File: src/include/id_cfg.svh
`ifndef ID_CFG_SVH
`define ID_CFG_SVH

// data path width
`define ID_XLEN 32

// register file index, 32 entries
`define ID_REG_ADDR_W 5

// fixed 32-bit encodings only, no compressed forms
`define ID_INST_W 32

// return address is the next sequential instruction
`define ID_LINK_OFFSET 4

`endif

File: src/rtl/rv_isa_pkg.sv
`default_nettype none

package rv_isa_pkg;

	// major opcodes, inst[6:0]
	localparam logic [6:0] OPC_I_ALU = 7'b0010011;
	localparam logic [6:0] OPC_R_ALU = 7'b0110011;
	localparam logic [6:0] OPC_BRANCH = 7'b1100011;
	localparam logic [6:0] OPC_LOAD = 7'b0000011;
	localparam logic [6:0] OPC_STORE = 7'b0100011;
	localparam logic [6:0] OPC_LUI = 7'b0110111;
	localparam logic [6:0] OPC_AUIPC = 7'b0010111;
	localparam logic [6:0] OPC_JAL = 7'b1101111;
	localparam logic [6:0] OPC_JALR = 7'b1100111;

	// integer alu funct3, shared by the I and R forms
	localparam logic [2:0] F3_ADD_SUB = 3'b000;
	localparam logic [2:0] F3_SLL = 3'b001;
	localparam logic [2:0] F3_SLT = 3'b010;
	localparam logic [2:0] F3_SLTU = 3'b011;
	localparam logic [2:0] F3_XOR = 3'b100;
	localparam logic [2:0] F3_SRL_SRA = 3'b101;
	localparam logic [2:0] F3_OR = 3'b110;
	localparam logic [2:0] F3_AND = 3'b111;

	// M extension funct3
	localparam logic [2:0] F3_MUL = 3'b000;
	localparam logic [2:0] F3_MULH = 3'b001;
	localparam logic [2:0] F3_MULHSU = 3'b010;
	localparam logic [2:0] F3_MULHU = 3'b011;
	localparam logic [2:0] F3_DIV = 3'b100;
	localparam logic [2:0] F3_DIVU = 3'b101;
	localparam logic [2:0] F3_REM = 3'b110;
	localparam logic [2:0] F3_REMU = 3'b111;

	// branch funct3
	localparam logic [2:0] F3_BEQ = 3'b000;
	localparam logic [2:0] F3_BNE = 3'b001;
	localparam logic [2:0] F3_BLT = 3'b100;
	localparam logic [2:0] F3_BGE = 3'b101;
	localparam logic [2:0] F3_BLTU = 3'b110;
	localparam logic [2:0] F3_BGEU = 3'b111;

	// load and store widths
	localparam logic [2:0] F3_LB = 3'b000;
	localparam logic [2:0] F3_LH = 3'b001;
	localparam logic [2:0] F3_LW = 3'b010;
	localparam logic [2:0] F3_LBU = 3'b100;
	localparam logic [2:0] F3_LHU = 3'b101;
	localparam logic [2:0] F3_SB = 3'b000;
	localparam logic [2:0] F3_SH = 3'b001;
	localparam logic [2:0] F3_SW = 3'b010;

	localparam logic [6:0] F7_BASE = 7'b0000000;
	localparam logic [6:0] F7_ALT = 7'b0100000;  // SUB, SRA, SRAI
	localparam logic [6:0] F7_MEXT = 7'b0000001;

endpackage

`default_nettype wire

File: src/rtl/id_ctrl_pkg.sv
`default_nettype none

`include "id_cfg.svh"

package id_ctrl_pkg;

	typedef logic [`ID_XLEN-1:0] word_t;
	typedef logic [`ID_REG_ADDR_W-1:0] reg_addr_t;
	typedef logic [`ID_INST_W-1:0] inst_t;

	// NOP must stay zero, a bubble is built from it
	typedef enum logic [5:0] {
		ALU_NOP, ALU_AND, ALU_OR, ALU_XOR,
		ALU_SLL, ALU_SRL, ALU_SRA,
		ALU_ADD, ALU_SUB, ALU_SLT, ALU_SLTU,
		ALU_MUL, ALU_MULH, ALU_MULHSU, ALU_MULHU,
		ALU_DIV, ALU_DIVU, ALU_REM, ALU_REMU,
		ALU_BEQ, ALU_BNE, ALU_BLT, ALU_BGE, ALU_BLTU, ALU_BGEU,
		ALU_JAL, ALU_JALR,
		ALU_LB, ALU_LBU, ALU_LH, ALU_LHU, ALU_LW,
		ALU_SB, ALU_SH, ALU_SW
	} alu_op_e;

	// result class, picks the EX functional unit
	typedef enum logic [2:0] {
		SEL_NOP, SEL_LOGIC, SEL_SHIFT, SEL_ARITH,
		SEL_MUL, SEL_DIV, SEL_JUMP_BRANCH, SEL_LOAD_STORE
	} alu_sel_e;

	typedef struct packed {
		alu_op_e alu_op;
		alu_sel_e alu_sel;
		logic rs1_read;
		logic rs2_read;
		reg_addr_t rs1;
		reg_addr_t rs2;
		reg_addr_t rd;
		logic rd_write;
		logic op1_is_pc;  // AUIPC
		logic is_branch;
		logic is_jal;
		logic is_jalr;
	} id_ctrl_t;

	// pending register write of a later stage
	typedef struct packed {
		logic we;
		reg_addr_t rd;
		word_t data;
	} fwd_t;

	typedef struct packed {
		alu_op_e alu_op;
		alu_sel_e alu_sel;
		word_t op1;
		word_t op2;
		reg_addr_t rd;
		logic rd_write;
		word_t link;
	} id_ex_t;

	typedef struct packed {
		logic taken;
		word_t target;
		word_t link;
	} branch_t;

endpackage

`default_nettype wire

File: src/rtl/id_decoder.sv
`timescale 1ns/10ps
`default_nettype none

module id_decoder (
	input id_ctrl_pkg::inst_t inst_i,
	output id_ctrl_pkg::id_ctrl_t ctrl_o,
	output id_ctrl_pkg::word_t imm_o
);

	logic [6:0] opcode;
	logic [2:0] funct3;
	logic [6:0] funct7;
	id_ctrl_pkg::word_t imm_i_type;
	id_ctrl_pkg::word_t imm_u_type;
	id_ctrl_pkg::word_t imm_b_type;
	id_ctrl_pkg::word_t imm_j_type;
	id_ctrl_pkg::word_t imm_shamt;

	assign opcode = inst_i[6:0];
	assign funct3 = inst_i[14:12];
	assign funct7 = inst_i[31:25];

	assign imm_i_type = {{20{inst_i[31]}}, inst_i[31:20]};
	assign imm_u_type = {inst_i[31:12], 12'b0};
	assign imm_b_type = {{20{inst_i[31]}}, inst_i[7], inst_i[30:25], inst_i[11:8], 1'b0};
	assign imm_j_type = {{12{inst_i[31]}}, inst_i[19:12], inst_i[20], inst_i[30:21], 1'b0};
	assign imm_shamt = {27'b0, inst_i[24:20]};

	always_comb begin
		ctrl_o.alu_op = id_ctrl_pkg::ALU_NOP;
		ctrl_o.alu_sel = id_ctrl_pkg::SEL_NOP;
		ctrl_o.rs1_read = 1'b0;
		ctrl_o.rs2_read = 1'b0;
		ctrl_o.rs1 = inst_i[19:15];
		ctrl_o.rs2 = inst_i[24:20];
		ctrl_o.rd = inst_i[11:7];
		ctrl_o.rd_write = 1'b0;
		ctrl_o.op1_is_pc = 1'b0;
		ctrl_o.is_branch = 1'b0;
		ctrl_o.is_jal = 1'b0;
		ctrl_o.is_jalr = 1'b0;
		imm_o = '0;

		case (opcode)
			rv_isa_pkg::OPC_I_ALU: begin
				case (funct3)
					rv_isa_pkg::F3_ADD_SUB: {ctrl_o.alu_op, ctrl_o.alu_sel} = {id_ctrl_pkg::ALU_ADD, id_ctrl_pkg::SEL_ARITH};
					rv_isa_pkg::F3_SLT: {ctrl_o.alu_op, ctrl_o.alu_sel} = {id_ctrl_pkg::ALU_SLT, id_ctrl_pkg::SEL_ARITH};
					rv_isa_pkg::F3_SLTU: {ctrl_o.alu_op, ctrl_o.alu_sel} = {id_ctrl_pkg::ALU_SLTU, id_ctrl_pkg::SEL_ARITH};
					rv_isa_pkg::F3_XOR: {ctrl_o.alu_op, ctrl_o.alu_sel} = {id_ctrl_pkg::ALU_XOR, id_ctrl_pkg::SEL_LOGIC};
					rv_isa_pkg::F3_OR: {ctrl_o.alu_op, ctrl_o.alu_sel} = {id_ctrl_pkg::ALU_OR, id_ctrl_pkg::SEL_LOGIC};
					rv_isa_pkg::F3_AND: {ctrl_o.alu_op, ctrl_o.alu_sel} = {id_ctrl_pkg::ALU_AND, id_ctrl_pkg::SEL_LOGIC};
					rv_isa_pkg::F3_SLL: begin
						if (funct7 == rv_isa_pkg::F7_BASE) begin
							{ctrl_o.alu_op, ctrl_o.alu_sel} = {id_ctrl_pkg::ALU_SLL, id_ctrl_pkg::SEL_SHIFT};
						end
					end
					rv_isa_pkg::F3_SRL_SRA: begin
						if (funct7 == rv_isa_pkg::F7_BASE) begin
							{ctrl_o.alu_op, ctrl_o.alu_sel} = {id_ctrl_pkg::ALU_SRL, id_ctrl_pkg::SEL_SHIFT};
						end else if (funct7 == rv_isa_pkg::F7_ALT) begin
							{ctrl_o.alu_op, ctrl_o.alu_sel} = {id_ctrl_pkg::ALU_SRA, id_ctrl_pkg::SEL_SHIFT};
						end
					end
					default: ;
				endcase
				if (ctrl_o.alu_op != id_ctrl_pkg::ALU_NOP) begin
					ctrl_o.rs1_read = 1'b1;
					ctrl_o.rd_write = 1'b1;
					// shifts carry only shamt
					imm_o = (ctrl_o.alu_sel == id_ctrl_pkg::SEL_SHIFT) ? imm_shamt : imm_i_type;
				end
			end
			rv_isa_pkg::OPC_R_ALU: begin
				if (funct7 == rv_isa_pkg::F7_MEXT) begin
					ctrl_o.alu_sel = funct3[2] ? id_ctrl_pkg::SEL_DIV : id_ctrl_pkg::SEL_MUL;
					case (funct3)
						rv_isa_pkg::F3_MUL: ctrl_o.alu_op = id_ctrl_pkg::ALU_MUL;
						rv_isa_pkg::F3_MULH: ctrl_o.alu_op = id_ctrl_pkg::ALU_MULH;
						rv_isa_pkg::F3_MULHSU: ctrl_o.alu_op = id_ctrl_pkg::ALU_MULHSU;
						rv_isa_pkg::F3_MULHU: ctrl_o.alu_op = id_ctrl_pkg::ALU_MULHU;
						rv_isa_pkg::F3_DIV: ctrl_o.alu_op = id_ctrl_pkg::ALU_DIV;
						rv_isa_pkg::F3_DIVU: ctrl_o.alu_op = id_ctrl_pkg::ALU_DIVU;
						rv_isa_pkg::F3_REM: ctrl_o.alu_op = id_ctrl_pkg::ALU_REM;
						default: ctrl_o.alu_op = id_ctrl_pkg::ALU_REMU;
					endcase
				end else if (funct7 == rv_isa_pkg::F7_BASE) begin
					case (funct3)
						rv_isa_pkg::F3_ADD_SUB: {ctrl_o.alu_op, ctrl_o.alu_sel} = {id_ctrl_pkg::ALU_ADD, id_ctrl_pkg::SEL_ARITH};
						rv_isa_pkg::F3_SLL: {ctrl_o.alu_op, ctrl_o.alu_sel} = {id_ctrl_pkg::ALU_SLL, id_ctrl_pkg::SEL_SHIFT};
						rv_isa_pkg::F3_SLT: {ctrl_o.alu_op, ctrl_o.alu_sel} = {id_ctrl_pkg::ALU_SLT, id_ctrl_pkg::SEL_ARITH};
						rv_isa_pkg::F3_SLTU: {ctrl_o.alu_op, ctrl_o.alu_sel} = {id_ctrl_pkg::ALU_SLTU, id_ctrl_pkg::SEL_ARITH};
						rv_isa_pkg::F3_XOR: {ctrl_o.alu_op, ctrl_o.alu_sel} = {id_ctrl_pkg::ALU_XOR, id_ctrl_pkg::SEL_LOGIC};
						rv_isa_pkg::F3_SRL_SRA: {ctrl_o.alu_op, ctrl_o.alu_sel} = {id_ctrl_pkg::ALU_SRL, id_ctrl_pkg::SEL_SHIFT};
						rv_isa_pkg::F3_OR: {ctrl_o.alu_op, ctrl_o.alu_sel} = {id_ctrl_pkg::ALU_OR, id_ctrl_pkg::SEL_LOGIC};
						default: {ctrl_o.alu_op, ctrl_o.alu_sel} = {id_ctrl_pkg::ALU_AND, id_ctrl_pkg::SEL_LOGIC};
					endcase
				end else if (funct7 == rv_isa_pkg::F7_ALT) begin
					if (funct3 == rv_isa_pkg::F3_ADD_SUB) begin
						{ctrl_o.alu_op, ctrl_o.alu_sel} = {id_ctrl_pkg::ALU_SUB, id_ctrl_pkg::SEL_ARITH};
					end else if (funct3 == rv_isa_pkg::F3_SRL_SRA) begin
						{ctrl_o.alu_op, ctrl_o.alu_sel} = {id_ctrl_pkg::ALU_SRA, id_ctrl_pkg::SEL_SHIFT};
					end
				end
				if (ctrl_o.alu_op != id_ctrl_pkg::ALU_NOP) begin
					ctrl_o.rs1_read = 1'b1;
					ctrl_o.rs2_read = 1'b1;
					ctrl_o.rd_write = 1'b1;
				end
			end
			rv_isa_pkg::OPC_BRANCH: begin
				case (funct3)
					rv_isa_pkg::F3_BEQ: ctrl_o.alu_op = id_ctrl_pkg::ALU_BEQ;
					rv_isa_pkg::F3_BNE: ctrl_o.alu_op = id_ctrl_pkg::ALU_BNE;
					rv_isa_pkg::F3_BLT: ctrl_o.alu_op = id_ctrl_pkg::ALU_BLT;
					rv_isa_pkg::F3_BGE: ctrl_o.alu_op = id_ctrl_pkg::ALU_BGE;
					rv_isa_pkg::F3_BLTU: ctrl_o.alu_op = id_ctrl_pkg::ALU_BLTU;
					rv_isa_pkg::F3_BGEU: ctrl_o.alu_op = id_ctrl_pkg::ALU_BGEU;
					default: ;  // 010, 011 reserved
				endcase
				if (ctrl_o.alu_op != id_ctrl_pkg::ALU_NOP) begin
					ctrl_o.alu_sel = id_ctrl_pkg::SEL_JUMP_BRANCH;
					ctrl_o.rs1_read = 1'b1;
					ctrl_o.rs2_read = 1'b1;
					ctrl_o.is_branch = 1'b1;
					imm_o = imm_b_type;
				end
			end
			rv_isa_pkg::OPC_LOAD: begin
				case (funct3)
					rv_isa_pkg::F3_LB: ctrl_o.alu_op = id_ctrl_pkg::ALU_LB;
					rv_isa_pkg::F3_LH: ctrl_o.alu_op = id_ctrl_pkg::ALU_LH;
					rv_isa_pkg::F3_LW: ctrl_o.alu_op = id_ctrl_pkg::ALU_LW;
					rv_isa_pkg::F3_LBU: ctrl_o.alu_op = id_ctrl_pkg::ALU_LBU;
					rv_isa_pkg::F3_LHU: ctrl_o.alu_op = id_ctrl_pkg::ALU_LHU;
					default: ;
				endcase
				if (ctrl_o.alu_op != id_ctrl_pkg::ALU_NOP) begin
					ctrl_o.alu_sel = id_ctrl_pkg::SEL_LOAD_STORE;
					ctrl_o.rs1_read = 1'b1;
					ctrl_o.rd_write = 1'b1;
					imm_o = imm_i_type;  // address offset
				end
			end
			rv_isa_pkg::OPC_STORE: begin
				case (funct3)
					rv_isa_pkg::F3_SB: ctrl_o.alu_op = id_ctrl_pkg::ALU_SB;
					rv_isa_pkg::F3_SH: ctrl_o.alu_op = id_ctrl_pkg::ALU_SH;
					rv_isa_pkg::F3_SW: ctrl_o.alu_op = id_ctrl_pkg::ALU_SW;
					default: ;
				endcase
				if (ctrl_o.alu_op != id_ctrl_pkg::ALU_NOP) begin
					ctrl_o.alu_sel = id_ctrl_pkg::SEL_LOAD_STORE;
					ctrl_o.rs1_read = 1'b1;
					ctrl_o.rs2_read = 1'b1;
				end
			end
			rv_isa_pkg::OPC_LUI: begin  // x0 | imm
				{ctrl_o.alu_op, ctrl_o.alu_sel} = {id_ctrl_pkg::ALU_OR, id_ctrl_pkg::SEL_LOGIC};
				ctrl_o.rs1_read = 1'b1;
				ctrl_o.rs1 = '0;
				ctrl_o.rd_write = 1'b1;
				imm_o = imm_u_type;
			end
			rv_isa_pkg::OPC_AUIPC: begin
				{ctrl_o.alu_op, ctrl_o.alu_sel} = {id_ctrl_pkg::ALU_ADD, id_ctrl_pkg::SEL_ARITH};
				ctrl_o.op1_is_pc = 1'b1;
				ctrl_o.rd_write = 1'b1;
				imm_o = imm_u_type;
			end
			rv_isa_pkg::OPC_JAL: begin
				{ctrl_o.alu_op, ctrl_o.alu_sel} = {id_ctrl_pkg::ALU_JAL, id_ctrl_pkg::SEL_JUMP_BRANCH};
				ctrl_o.rd = id_ctrl_pkg::reg_addr_t'(1);  // link always to x1
				ctrl_o.rd_write = 1'b1;
				ctrl_o.is_jal = 1'b1;
				imm_o = imm_j_type;
			end
			rv_isa_pkg::OPC_JALR: begin
				{ctrl_o.alu_op, ctrl_o.alu_sel} = {id_ctrl_pkg::ALU_JALR, id_ctrl_pkg::SEL_JUMP_BRANCH};
				ctrl_o.rs1_read = 1'b1;
				ctrl_o.rd = id_ctrl_pkg::reg_addr_t'(1);
				ctrl_o.rd_write = 1'b1;
				ctrl_o.is_jalr = 1'b1;
				imm_o = imm_i_type;
			end
			default: ;  // unknown opcode stays NOP
		endcase
	end

endmodule

`default_nettype wire

File: src/rtl/id_operand_mux.sv
`timescale 1ns/10ps
`default_nettype none

module id_operand_mux (
	input id_ctrl_pkg::id_ctrl_t ctrl_i,
	input id_ctrl_pkg::word_t imm_i,
	input id_ctrl_pkg::word_t pc_i,
	input id_ctrl_pkg::word_t rs1_data_i,
	input id_ctrl_pkg::word_t rs2_data_i,
	input id_ctrl_pkg::fwd_t ex_fwd_i,
	input id_ctrl_pkg::fwd_t mem_fwd_i,
	input id_ctrl_pkg::alu_op_e ex_alu_op_i,
	input id_ctrl_pkg::reg_addr_t ex_rd_i,
	output id_ctrl_pkg::word_t op1_o,
	output id_ctrl_pkg::word_t op2_o,
	output logic stall_o
);

	logic ex_is_load;
	logic rs1_hazard;
	logic rs2_hazard;

	// EX over MEM over register file, x0 is never forwarded
	function automatic id_ctrl_pkg::word_t pick_operand(
		input logic read_en,
		input id_ctrl_pkg::reg_addr_t addr,
		input id_ctrl_pkg::word_t rf_data,
		input id_ctrl_pkg::word_t alt,
		input id_ctrl_pkg::fwd_t ex,
		input id_ctrl_pkg::fwd_t mem
	);
		id_ctrl_pkg::word_t result;
		result = rf_data;
		if (!read_en) begin
			result = alt;
		end else if (addr != '0 && ex.we && ex.rd == addr) begin
			result = ex.data;
		end else if (addr != '0 && mem.we && mem.rd == addr) begin
			result = mem.data;
		end
		return result;
	endfunction

	assign op1_o = pick_operand(ctrl_i.rs1_read, ctrl_i.rs1, rs1_data_i,
		ctrl_i.op1_is_pc ? pc_i : imm_i, ex_fwd_i, mem_fwd_i);
	assign op2_o = pick_operand(ctrl_i.rs2_read, ctrl_i.rs2, rs2_data_i, imm_i,
		ex_fwd_i, mem_fwd_i);

	// load data only exists after MEM, so a dependent reader has to wait
	assign ex_is_load = ex_alu_op_i inside {id_ctrl_pkg::ALU_LB, id_ctrl_pkg::ALU_LBU,
		id_ctrl_pkg::ALU_LH, id_ctrl_pkg::ALU_LHU, id_ctrl_pkg::ALU_LW};
	assign rs1_hazard = ctrl_i.rs1_read && (ctrl_i.rs1 == ex_rd_i);
	assign rs2_hazard = ctrl_i.rs2_read && (ctrl_i.rs2 == ex_rd_i);
	assign stall_o = ex_is_load && (rs1_hazard || rs2_hazard);

endmodule

`default_nettype wire

File: src/rtl/id_branch_unit.sv
`timescale 1ns/10ps
`default_nettype none

`include "id_cfg.svh"

module id_branch_unit (
	input id_ctrl_pkg::id_ctrl_t ctrl_i,
	input id_ctrl_pkg::word_t imm_i,
	input id_ctrl_pkg::word_t pc_i,
	input id_ctrl_pkg::word_t op1_i,
	input id_ctrl_pkg::word_t op2_i,
	output id_ctrl_pkg::branch_t branch_o
);

	logic op_eq;
	logic op_lt;   // signed
	logic op_ltu;
	logic cond;
	id_ctrl_pkg::word_t jalr_sum;

	assign op_eq = (op1_i == op2_i);
	assign op_lt = ($signed(op1_i) < $signed(op2_i));
	assign op_ltu = (op1_i < op2_i);
	assign jalr_sum = op1_i + imm_i;

	always_comb begin
		case (ctrl_i.alu_op)
			id_ctrl_pkg::ALU_BEQ: cond = op_eq;
			id_ctrl_pkg::ALU_BNE: cond = !op_eq;
			id_ctrl_pkg::ALU_BLT: cond = op_lt;
			id_ctrl_pkg::ALU_BGE: cond = !op_lt;
			id_ctrl_pkg::ALU_BLTU: cond = op_ltu;
			id_ctrl_pkg::ALU_BGEU: cond = !op_ltu;
			default: cond = 1'b0;
		endcase
	end

	always_comb begin
		branch_o.taken = 1'b0;
		branch_o.target = '0;
		branch_o.link = '0;
		if (ctrl_i.is_jalr) begin
			branch_o.taken = 1'b1;
			branch_o.target = {jalr_sum[`ID_XLEN-1:1], 1'b0};  // lsb cleared per spec
			branch_o.link = pc_i + id_ctrl_pkg::word_t'(`ID_LINK_OFFSET);
		end else if (ctrl_i.is_jal) begin
			branch_o.taken = 1'b1;
			branch_o.target = pc_i + imm_i;
			branch_o.link = pc_i + id_ctrl_pkg::word_t'(`ID_LINK_OFFSET);
		end else if (ctrl_i.is_branch && cond) begin
			branch_o.taken = 1'b1;
			branch_o.target = pc_i + imm_i;
		end
	end

endmodule

`default_nettype wire

File: src/rtl/id_ex_reg.sv
`timescale 1ns/10ps
`default_nettype none

module id_ex_reg (
	input logic clk,
	input logic arst_n_i,
	input logic stall_i,
	input id_ctrl_pkg::id_ex_t d_i,
	output id_ctrl_pkg::id_ex_t q_o
);

	id_ctrl_pkg::id_ex_t bubble;

	// no-op slot, nothing written back
	always_comb begin
		bubble.alu_op = id_ctrl_pkg::ALU_NOP;
		bubble.alu_sel = id_ctrl_pkg::SEL_NOP;
		bubble.op1 = '0;
		bubble.op2 = '0;
		bubble.rd = '0;
		bubble.rd_write = 1'b0;
		bubble.link = '0;
	end

	always_ff @(posedge clk or negedge arst_n_i) begin
		if (!arst_n_i) begin
			q_o <= bubble;
		end else if (stall_i) begin
			// ID instruction is held upstream, EX gets a bubble
			q_o <= bubble;
		end else begin
			q_o <= d_i;
		end
	end

endmodule

`default_nettype wire

File: src/rtl/id_stage.sv
`timescale 1ns/10ps
`default_nettype none

module id_stage (
	input logic clk,
	input logic arst_n_i,
	input id_ctrl_pkg::word_t pc_i,
	input id_ctrl_pkg::inst_t inst_i,
	input id_ctrl_pkg::word_t rs1_data_i,
	input id_ctrl_pkg::word_t rs2_data_i,
	input id_ctrl_pkg::fwd_t ex_fwd_i,
	input id_ctrl_pkg::fwd_t mem_fwd_i,
	output id_ctrl_pkg::reg_addr_t rs1_addr_o,
	output logic rs1_read_o,
	output id_ctrl_pkg::reg_addr_t rs2_addr_o,
	output logic rs2_read_o,
	output id_ctrl_pkg::branch_t branch_o,
	output logic stall_o,
	output id_ctrl_pkg::id_ex_t id_ex_o
);

	id_ctrl_pkg::id_ctrl_t ctrl;
	id_ctrl_pkg::word_t imm;
	id_ctrl_pkg::word_t op1;
	id_ctrl_pkg::word_t op2;
	id_ctrl_pkg::id_ex_t id_ex_d;

	// register file read ports
	assign rs1_addr_o = ctrl.rs1;
	assign rs1_read_o = ctrl.rs1_read;
	assign rs2_addr_o = ctrl.rs2;
	assign rs2_read_o = ctrl.rs2_read;

	assign id_ex_d = '{
		alu_op: ctrl.alu_op,
		alu_sel: ctrl.alu_sel,
		op1: op1,
		op2: op2,
		rd: ctrl.rd,
		rd_write: ctrl.rd_write,
		link: branch_o.link
	};

	id_decoder decoder_inst (
		.inst_i(inst_i),
		.ctrl_o(ctrl),
		.imm_o(imm)
	);

	id_operand_mux operand_mux_inst (
		.ctrl_i(ctrl),
		.imm_i(imm),
		.pc_i(pc_i),
		.rs1_data_i(rs1_data_i),
		.rs2_data_i(rs2_data_i),
		.ex_fwd_i(ex_fwd_i),
		.mem_fwd_i(mem_fwd_i),
		.ex_alu_op_i(id_ex_o.alu_op),  // instruction now in EX
		.ex_rd_i(id_ex_o.rd),
		.op1_o(op1),
		.op2_o(op2),
		.stall_o(stall_o)
	);

	id_branch_unit branch_unit_inst (
		.ctrl_i(ctrl),
		.imm_i(imm),
		.pc_i(pc_i),
		.op1_i(op1),
		.op2_i(op2),
		.branch_o(branch_o)
	);

	id_ex_reg id_ex_reg_inst (
		.clk(clk),
		.arst_n_i(arst_n_i),
		.stall_i(stall_o),
		.d_i(id_ex_d),
		.q_o(id_ex_o)
	);

endmodule

`default_nettype wire

File: config.mk
export PLATFORM = sky130hd
export DESIGN_NAME = id_stage
export DESIGN_NICKNAME = d
export VERILOG_FILES = /design/src/rtl/rv_isa_pkg.sv /design/src/rtl/id_ctrl_pkg.sv /design/src/rtl/id_decoder.sv /design/src/rtl/id_operand_mux.sv /design/src/rtl/id_branch_unit.sv /design/src/rtl/id_ex_reg.sv /design/src/rtl/id_stage.sv
export VERILOG_INCLUDE_DIRS = /design/src /design/src/include
export SDC_FILE = /design/constraint.sdc
export NUM_CORES = 1
export LEC_CHECK = 0
export BUFFER_PORTS_ARGS = -buffer_cell sky130_fd_sc_hd__buf_2
export CAP_MARGIN = 0
export CORE_MARGIN = 1
export CORE_UTILIZATION = 40
export DETAILED_ROUTE_END_ITERATION = 12
export PLACE_DENSITY = 0.65
export RECOVER_POWER = 25
export SLEW_MARGIN = 20
export SYNTH_ARGS = -nofsm -noshare
export SYNTH_HDL_FRONTEND = slang
export SYNTH_SLANG_ARGS = --single-unit
export TNS_END_PERCENT = 10
File: constraint.sdc
create_clock -name clk -period 7.25 [get_ports clk]
set_clock_uncertainty 0.1 [all_clocks]
set_input_delay 0.3625 -clock clk [delete_from_list [all_inputs] [get_ports clk]]
set_output_delay 0.3625 -clock clk [all_outputs]
set_load 0.01 [all_outputs]
==> run_results.csv, run 1 <==
group,metric,value,unit
status,status,"complete, but fails checks",
status,violations,"capacitance limit, slew limit",
placed_design,globalplace.congestion,1.00,
clocking,insertion_delay,370,ps
synthesis,syn_inst,1571,
final_layout,drive_gt1_frac,0.200,
final_layout,final_util,0.494,
critical_path,r2r_start,"id_ex_reg_inst.q_o[33]",
final_layout,nets,2211,
clocking,htree_levels,3,
clocking,path_clk_slew,70,ps
critical_path,reg2reg_slack,4750,ps
synthesis,synth_async_sr_flop_share,1.00,
sta,finalCriticalPeriod,6740,ps
clocking,clockBufferDepth,2,
run,max_cap_violations,1,
final_layout,syn_to_final_growth,20.1,%
synthesis,synth_top_area_frac,0.225,
drt,num_vias,13800,
power,ir_worst_vdd,0.109,mV
hold_path,hold_class,"input port to register",
clocking,cts_setup_buffers,0,
clocking,clock-root-buffer,"clkbuf_16",
clocking,cts_tree,"built",
drt,drt-vias-per-instance,6.01,
synthesis,synth_nets,1878,
synthesis,yosys.area.top_type,"dfrtp_1",
sta,timing.final.crit_share,0.930,
final_layout,reg_top3,"id_ex_reg_inst.q_o x111",
synthesis,syn-cell-area,0.0123,sq mm
clocking,cts_inserted_buffers,9,
drt,drt-pass1-iter-count,5,
global_routing,grtUsageTotal,0.333,
synthesis,synth_area_leaders,"dfrtp_1 23%, ha_1 10%, mux2i_1 6.6%",
sta,maxClockFrequency,0.148,GHz
die,dieArea,0.0315,sq mm
power,cellLeakagePower,7.41,nW
global_routing,grt_first_pass_wirelength,78200,microns
synthesis,synth_cell_types,88,
sta,fin_tns_setup,0,ps
drt,drc,0,
placed_design,place_inst,2282,
synthesis,ys.flop_type,"dfrtp_1",
sta,rsz0062_at_grt,"false",
critical_path,worstPathRequired,6790,ps
sta,slew_headroom,-1.29,
die,ios,395,
synthesis,avgSynthCellArea,7.85,sq um
synthesis,yosys_warnings,0,
die,core.rowCount,63,
critical_path,startpoint,"inst_i[13]",
placed_design,detailedPlace.worstSlack,620,ps
global_routing,grt_max_degree,102,
die,start_util,0.411,
placed_design,io_buffers,394,
critical_path,crit_fanout,16,
critical_path,crit_type,"input port to primary output",
synthesis,synth_edf_count,0,
sta,slew_violations,57,
drt,drtIter0Drc,1528,
drt,antenna_left,0,
critical_path,critical_path_arrival,6280,ps
synthesis,ys_ff_latch,111,
die,die_h,178,microns
final_layout,largest_register_ffs,111,
sta,fin_ws,505,ps
synthesis,yosysSeqAreaShare,0.225,
global_routing,grt_remaining_overflow,0,
hold_path,hp-start,"inst_i[11]",
sta,tightest_slew,3440,ps
power,power_density,110,mW/mm^2
drt,wire_per_inst,23.7,microns
die,core,0.0300,sq mm
sta,hold_viol_final,0,
critical_path,startpoint_type,"input port",
clocking,cts.sinks,111,
sta,finalSetupViolCount,0,
global_routing,grt_pass1_vias,12800,
final_layout,instances_no_fill,2301,
final_layout,largest-register,"id_ex_reg_inst.q_o",
global_routing,grt_antenna_before_repair,4,
die,die_w,178,microns
drt,drt-total-wl,54500,microns
critical_path,end_kind,"primary output",
placed_design,dpl.hpwl,44800,microns
-- path summary, 6_finish.rpt --
check,endpoint,cells past startpoint
worst max-delay path,branch_o[34],24
worst min-delay path,id_ex_reg_inst.q_o[37],2
worst max register to register,id_ex_reg_inst.q_o[108],9
worst min register to register,id_ex_reg_inst.q_o[33],3
max in group asynchronous,id_ex_reg_inst.q_o[12],3
min in group asynchronous,id_ex_reg_inst.q_o[104],2
-- report_power, final --
part           internal (mW)  switching (mW)  total, mW  leakage, nW
clock network          0.245           0.270      0.515        0.144
logic                  0.179           0.300      0.479         5.73
registers              0.632         0.00669      0.638         1.53
total                   1.06           0.577       1.63         7.41
-- cell usage after synthesis, types with 14 or more instances --
| library cell | count |
|---|---|
| inv_1 | 39 |
| o21ai_0 | 44 |
| xnor2_1 | 65 |
| o22ai_1 | 19 |
| xor2_1 | 51 |
| a21oi_1 | 160 |
| and2_1 | 24 |
| a31oi_1 | 20 |
| nor2b_1 | 33 |
| nand2b_1 | 15 |
| nand2_1 | 79 |
| clkbuf_1 | 50 |
| mux2i_1 | 81 |
| o211ai_1 | 19 |
| buf_2 | 31 |
| and3_1 | 14 |
| a21o_1 | 55 |
| dfrtp_1 | 111 |
| o21ai_1 | 32 |
| a211oi_1 | 42 |
| nor2_1 | 196 |
| ha_1 | 99 |
| nor3_1 | 48 |
| nand3_1 | 53 |
| nand4_1 | 22 |
-- routing by layer --
layer | up-vias | share of wire | global-route usage | wire (microns)
li1 | 6395 | - | - | -
met1 | 6647 | 0.43 | 0.452 | 23600
met2 | 664 | 0.44 | 0.519 | 24100
met3 | 110 | 0.094 | 0.0758 | 5100
met4 | 4 | 0.030 | 0.112 | 1640
met5 | - | 0.00051 | 0 | 28
-- layout by cell type (no fill, tap or decap), types with 53 or more instances in the layout --
| cell | n |
|---|---|
| buf_2 | 297 |
| nor2_1 | 196 |
| a21oi_1 | 160 |
| dfrtp_1 | 111 |
| ha_1 | 99 |
| clkbuf_1 | 97 |
| mux2i_1 | 81 |
| nand2_1 | 79 |
| xnor2_1 | 65 |
| a21o_1 | 55 |
| nand3_1 | 53 |
-- cell families after synthesis --
| group | synth area share |
|---|---|
| AOI/OAI and AO/OA | 0.250 |
| xor gates and xnor gates | 0.0824 |
| adders and majority gates | 0.104 |
| buffers and inverters | 0.0500 |
| DFF | 0.225 |
| muxes | 0.0713 |
| and+or+nand+nor | 0.217 |
-- cell type report --
cell class | instances | area (sq um)
fillers | 3078 | 15200
multi-input cells | 1323 | 8970
flip-flops and latches | 111 | 2780
repair buffers | 418 | 2110
well taps | 390 | 488
clock buffers | 9 | 225
inverters | 41 | 154
clock inverters | 7 | 77.6
diodes | 2 | 5.00
-- what timing repair did --
item | CTS | global route
hold buffers | 1 | 0
resized for setup | 0 | 0
hold endpoints to repair | 4 | 0
-- critical path, cell delays in order --
cell and delay [ps]:
buf_2 230, inv_1 120, ha_1 380, nor2_1 310, nand2_1 80, o21ai_1 440
and2_1 290, nand3b_2 160, and2_1 320, a21o_1 340, mux2_2 310, mux2_2 330
ha_1 310, nand4_1 100, nor2_1 220, nand3_1 140, nor4_1 550, nand3_1 150
o221a_2 300, nor2_4 140, buf_4 260, nand3_1 110, o21ai_0 140, buf_2 190
-- per-stage QoR --
stage / hold WS [ps] / power, mW / instance area [sq um]
after floorplan: -33.1 / 0.910 / 12300
after global placement: 375 / 1.12 / 14600
after detailed placement: 382 / 1.12 / 14600
after CTS: 139 / 1.63 / 14900
after global routing: 155 / 1.70 / 14800
final: 148 / 1.63 / 14800
No activity file was read; power rests on OpenSTA's default activity.
==> inputs of run 2 (changes only) <==
- ABC_AREA: default -> 1
- PLACE_DENSITY: 0.65 -> default
==> run 2 against run 1 <==
The flow still finishes with violations (capacitance limit, slew limit). Cell area increased by 6.0%. Fmax increased by 0.88%. Setup slack improved by 59 ps. Wire length increased by 15%. Non-clock buffer count decreased by 8. Die area increased by 6.8%. Clock power increased by 9.3%. Sequential cell count unchanged. Synthesized cell count increased by 35%. Largest power group unchanged. Count of clock-buffer cells in the layout unchanged. Worst hold slack got worse by 4.0 ps. Cell count increased by 26%.
==> run_results.csv, run 2 <==
group,metric,value,unit
placed_design,place_area,0.0154,sq mm
critical_path,critPathMostFrequentCell,"nand2_1",
drt,drt-vias-per-instance,5.65,
placed_design,detailedPlace.worstSlack,381,ps
final_layout,largest-register,"id_ex_reg_inst.q_o",
final_layout,drive_gt1_frac,0.186,
hold_path,hold_class,"input port to register",
drt,drtIter0Drc,1444,
synthesis,synth_edf_count,0,
final_layout,reg_top3,"id_ex_reg_inst.q_o x111",
synthesis,synth_cell_types,57,
final_layout,final_util,0.484,
drt,num_vias,16500,
global_routing,grt_antenna_before_repair,0,
die,ios,395,
sta,whs,144,ps
clocking,path_clk_slew,80,ps
die,dieArea,0.0337,sq mm
critical_path,end_kind,"primary output",
clocking,clock-root-buffer,"clkbuf_16",
sta,finalCriticalPeriod,6690,ps
drt,drt-total-wl,62400,microns
clocking,cts_inserted_buffers,9,
sta,maxClockFrequency,0.150,GHz
critical_path,critPathSlowestCell,"o21ai_0",
die,start_util,0.406,
drt,antenna_left,0,
placed_design,globalplace.congestion,1.05,
final_layout,syn_to_final_growth,19.1,%
global_routing,grt_first_pass_wirelength,92300,microns
final_layout,nets,2770,
critical_path,crit_type,"input port to primary output",
drt,drt-met1-wl,26700,microns
sta,hold_viol_final,0,
final_layout,instances_no_fill,2910,
clocking,clockBufferDepth,2,
clocking,cts.sinks,111,
final_layout,final_area,0.0157,sq mm
synthesis,syn_inst,2125,
clocking,htree_levels,3,
power,power_density,113,mW/mm^2
die,die_h,183,microns
synthesis,yosys.area.top_type,"dfrtp_1",
sta,slew_violations,48,
power,total_power,1.77,mW
placed_design,dpl.hpwl,52000,microns
final_layout,antenna_cells,0,
synthesis,yosys_warnings,0,
sta,slew_headroom,-0.750,
status,status,"complete, but fails checks",
sta,rsz0062_at_grt,"false",
sta,timing.final.crit_share,0.922,
critical_path,slowest_delay,610,ps
placed_design,io_buffers,394,
sta,fin_ws,564,ps
global_routing,grtUsageTotal,0.366,
sta,tightest_slew,2630,ps
status,violations,"capacitance limit, slew limit",
drt,drc,0,
synthesis,yosysSeqAreaShare,0.211,
run,max_cap_violations,1,
clocking,cts_tree,"built",
final_layout,final_cell_mix,"435 x nand2_1, 337 x buf_2, 256 x nor2_1",
sta,finalSetupViolCount,0,
synthesis,synth_area_leaders,"dfrtp_1 21%, nand2_1 12%, ha_1 9.4%",
die,core.rowCount,66,
synthesis,synth_most_common_cell,"nand2_1",
synthesis,avgSynthCellArea,6.20,sq um
synthesis,syn-cell-area,0.0132,sq mm
synthesis,synth_top_area_frac,0.211,
synthesis,ys.flop_type,"dfrtp_1",
power,cellLeakagePower,8.95,nW
drt,drt-pass1-iter-count,6,
drt,highest_layer,"met4",
drt,wire_per_inst,21.5,microns
final_layout,largest_register_ffs,111,
sta,fin_tns_setup,0,ps
critical_path,startpoint_type,"input port",
clocking,cts_setup_buffers,0,
final_layout,final_common_cell,"nand2_1",
global_routing,grt_pass1_vias,15200,
synthesis,synth_async_sr_flop_share,1.00,
global_routing,grt_remaining_overflow,0,
drt,wl_met3,4940,microns
synthesis,ys_ff_latch,111,
power,ir_worst_vdd,0.114,mV
global_routing,grt_max_degree,66,
critical_path,critical_path_arrival,6220,ps
critical_path,crit_fanout,22,
critical_path,worstPathRequired,6790,ps
synthesis,synth_common_cells,"435 x nand2_1, 256 x nor2_1, 247 x inv_1",
die,die_w,183,microns
synthesis,synth_nets,2432,
drt,dr_wl_met2,27900,microns
die,core,0.0325,sq mm
clocking,insertion_delay,380,ps
placed_design,place_inst,2893,
run 2: critical path: cells and delay by family:
family	cells	cell delay (ps)
AND/OR/NAND/NOR	20	2680
AO/OA/AOI/OAI	4	1410
buffers and inverters	10	1310
adder cells (fa/ha/maj)	2	430
run 2: cell families after synthesis:
kind of cell | share of synthesized area
AO/OA/AOI/OAI | 0.195
XOR/XNOR | 0.0339
adder cells (fa/ha/maj) | 0.0971
buffers and inverters | 0.108
flip-flops | 0.211
AND/OR/NAND/NOR | 0.355
run 2: cell type report:
type,count,area [sq um]
fillers,3599,16800
clock buffers,9,225
inverters,272,1030
repair buffers,410,2040
flip-flops and latches,111,2780
clock inverters,7,88.8
well taps,442,553
multi-input cells,1659,8990
run 2: routing by layer:
metal	track usage	vias to the layer above
met5	0	-
met4	0.161	0
li1	-	7786
met3	0.0561	126
met1	0.486	7634
met2	0.585	907
run 2: timing repair:
item	in CTS	in global routing
resized for setup	0	4
hold buffers	1	0
hold endpoints to repair	46	0
endpoints found under the setup margin	0	32
run 2: worst paths after layout:
| kind | start | end | slack (ps) | depth (start not counted) |
|---|---|---|---|---|
| max | inst_i[12] | branch_o[59] | 560 | 36 |
| min | inst_i[9] | id_ex_reg_inst.q_o[35] | 140 | 3 |
| max reg2reg | id_ex_reg_inst.q_o[105] | id_ex_reg_inst.q_o[69] | 4470 | 6 |
| min reg2reg | id_ex_reg_inst.q_o[110] | id_ex_reg_inst.q_o[77] | 760 | 4 |
| max in group asynchronous | arst_n_i | id_ex_reg_inst.q_o[41] | 3790 | 3 |
| min in group asynchronous | arst_n_i | id_ex_reg_inst.q_o[20] | 1230 | 2 |
run 2: report_power, final:
group | leakage [nW] | switching (mW) | internal, mW
Clock | 0.152 | 0.285 | 0.278
Combinational | 7.27 | 0.381 | 0.183
Sequential | 1.53 | 0.00929 | 0.635
Total | 8.95 | 0.675 | 1.10
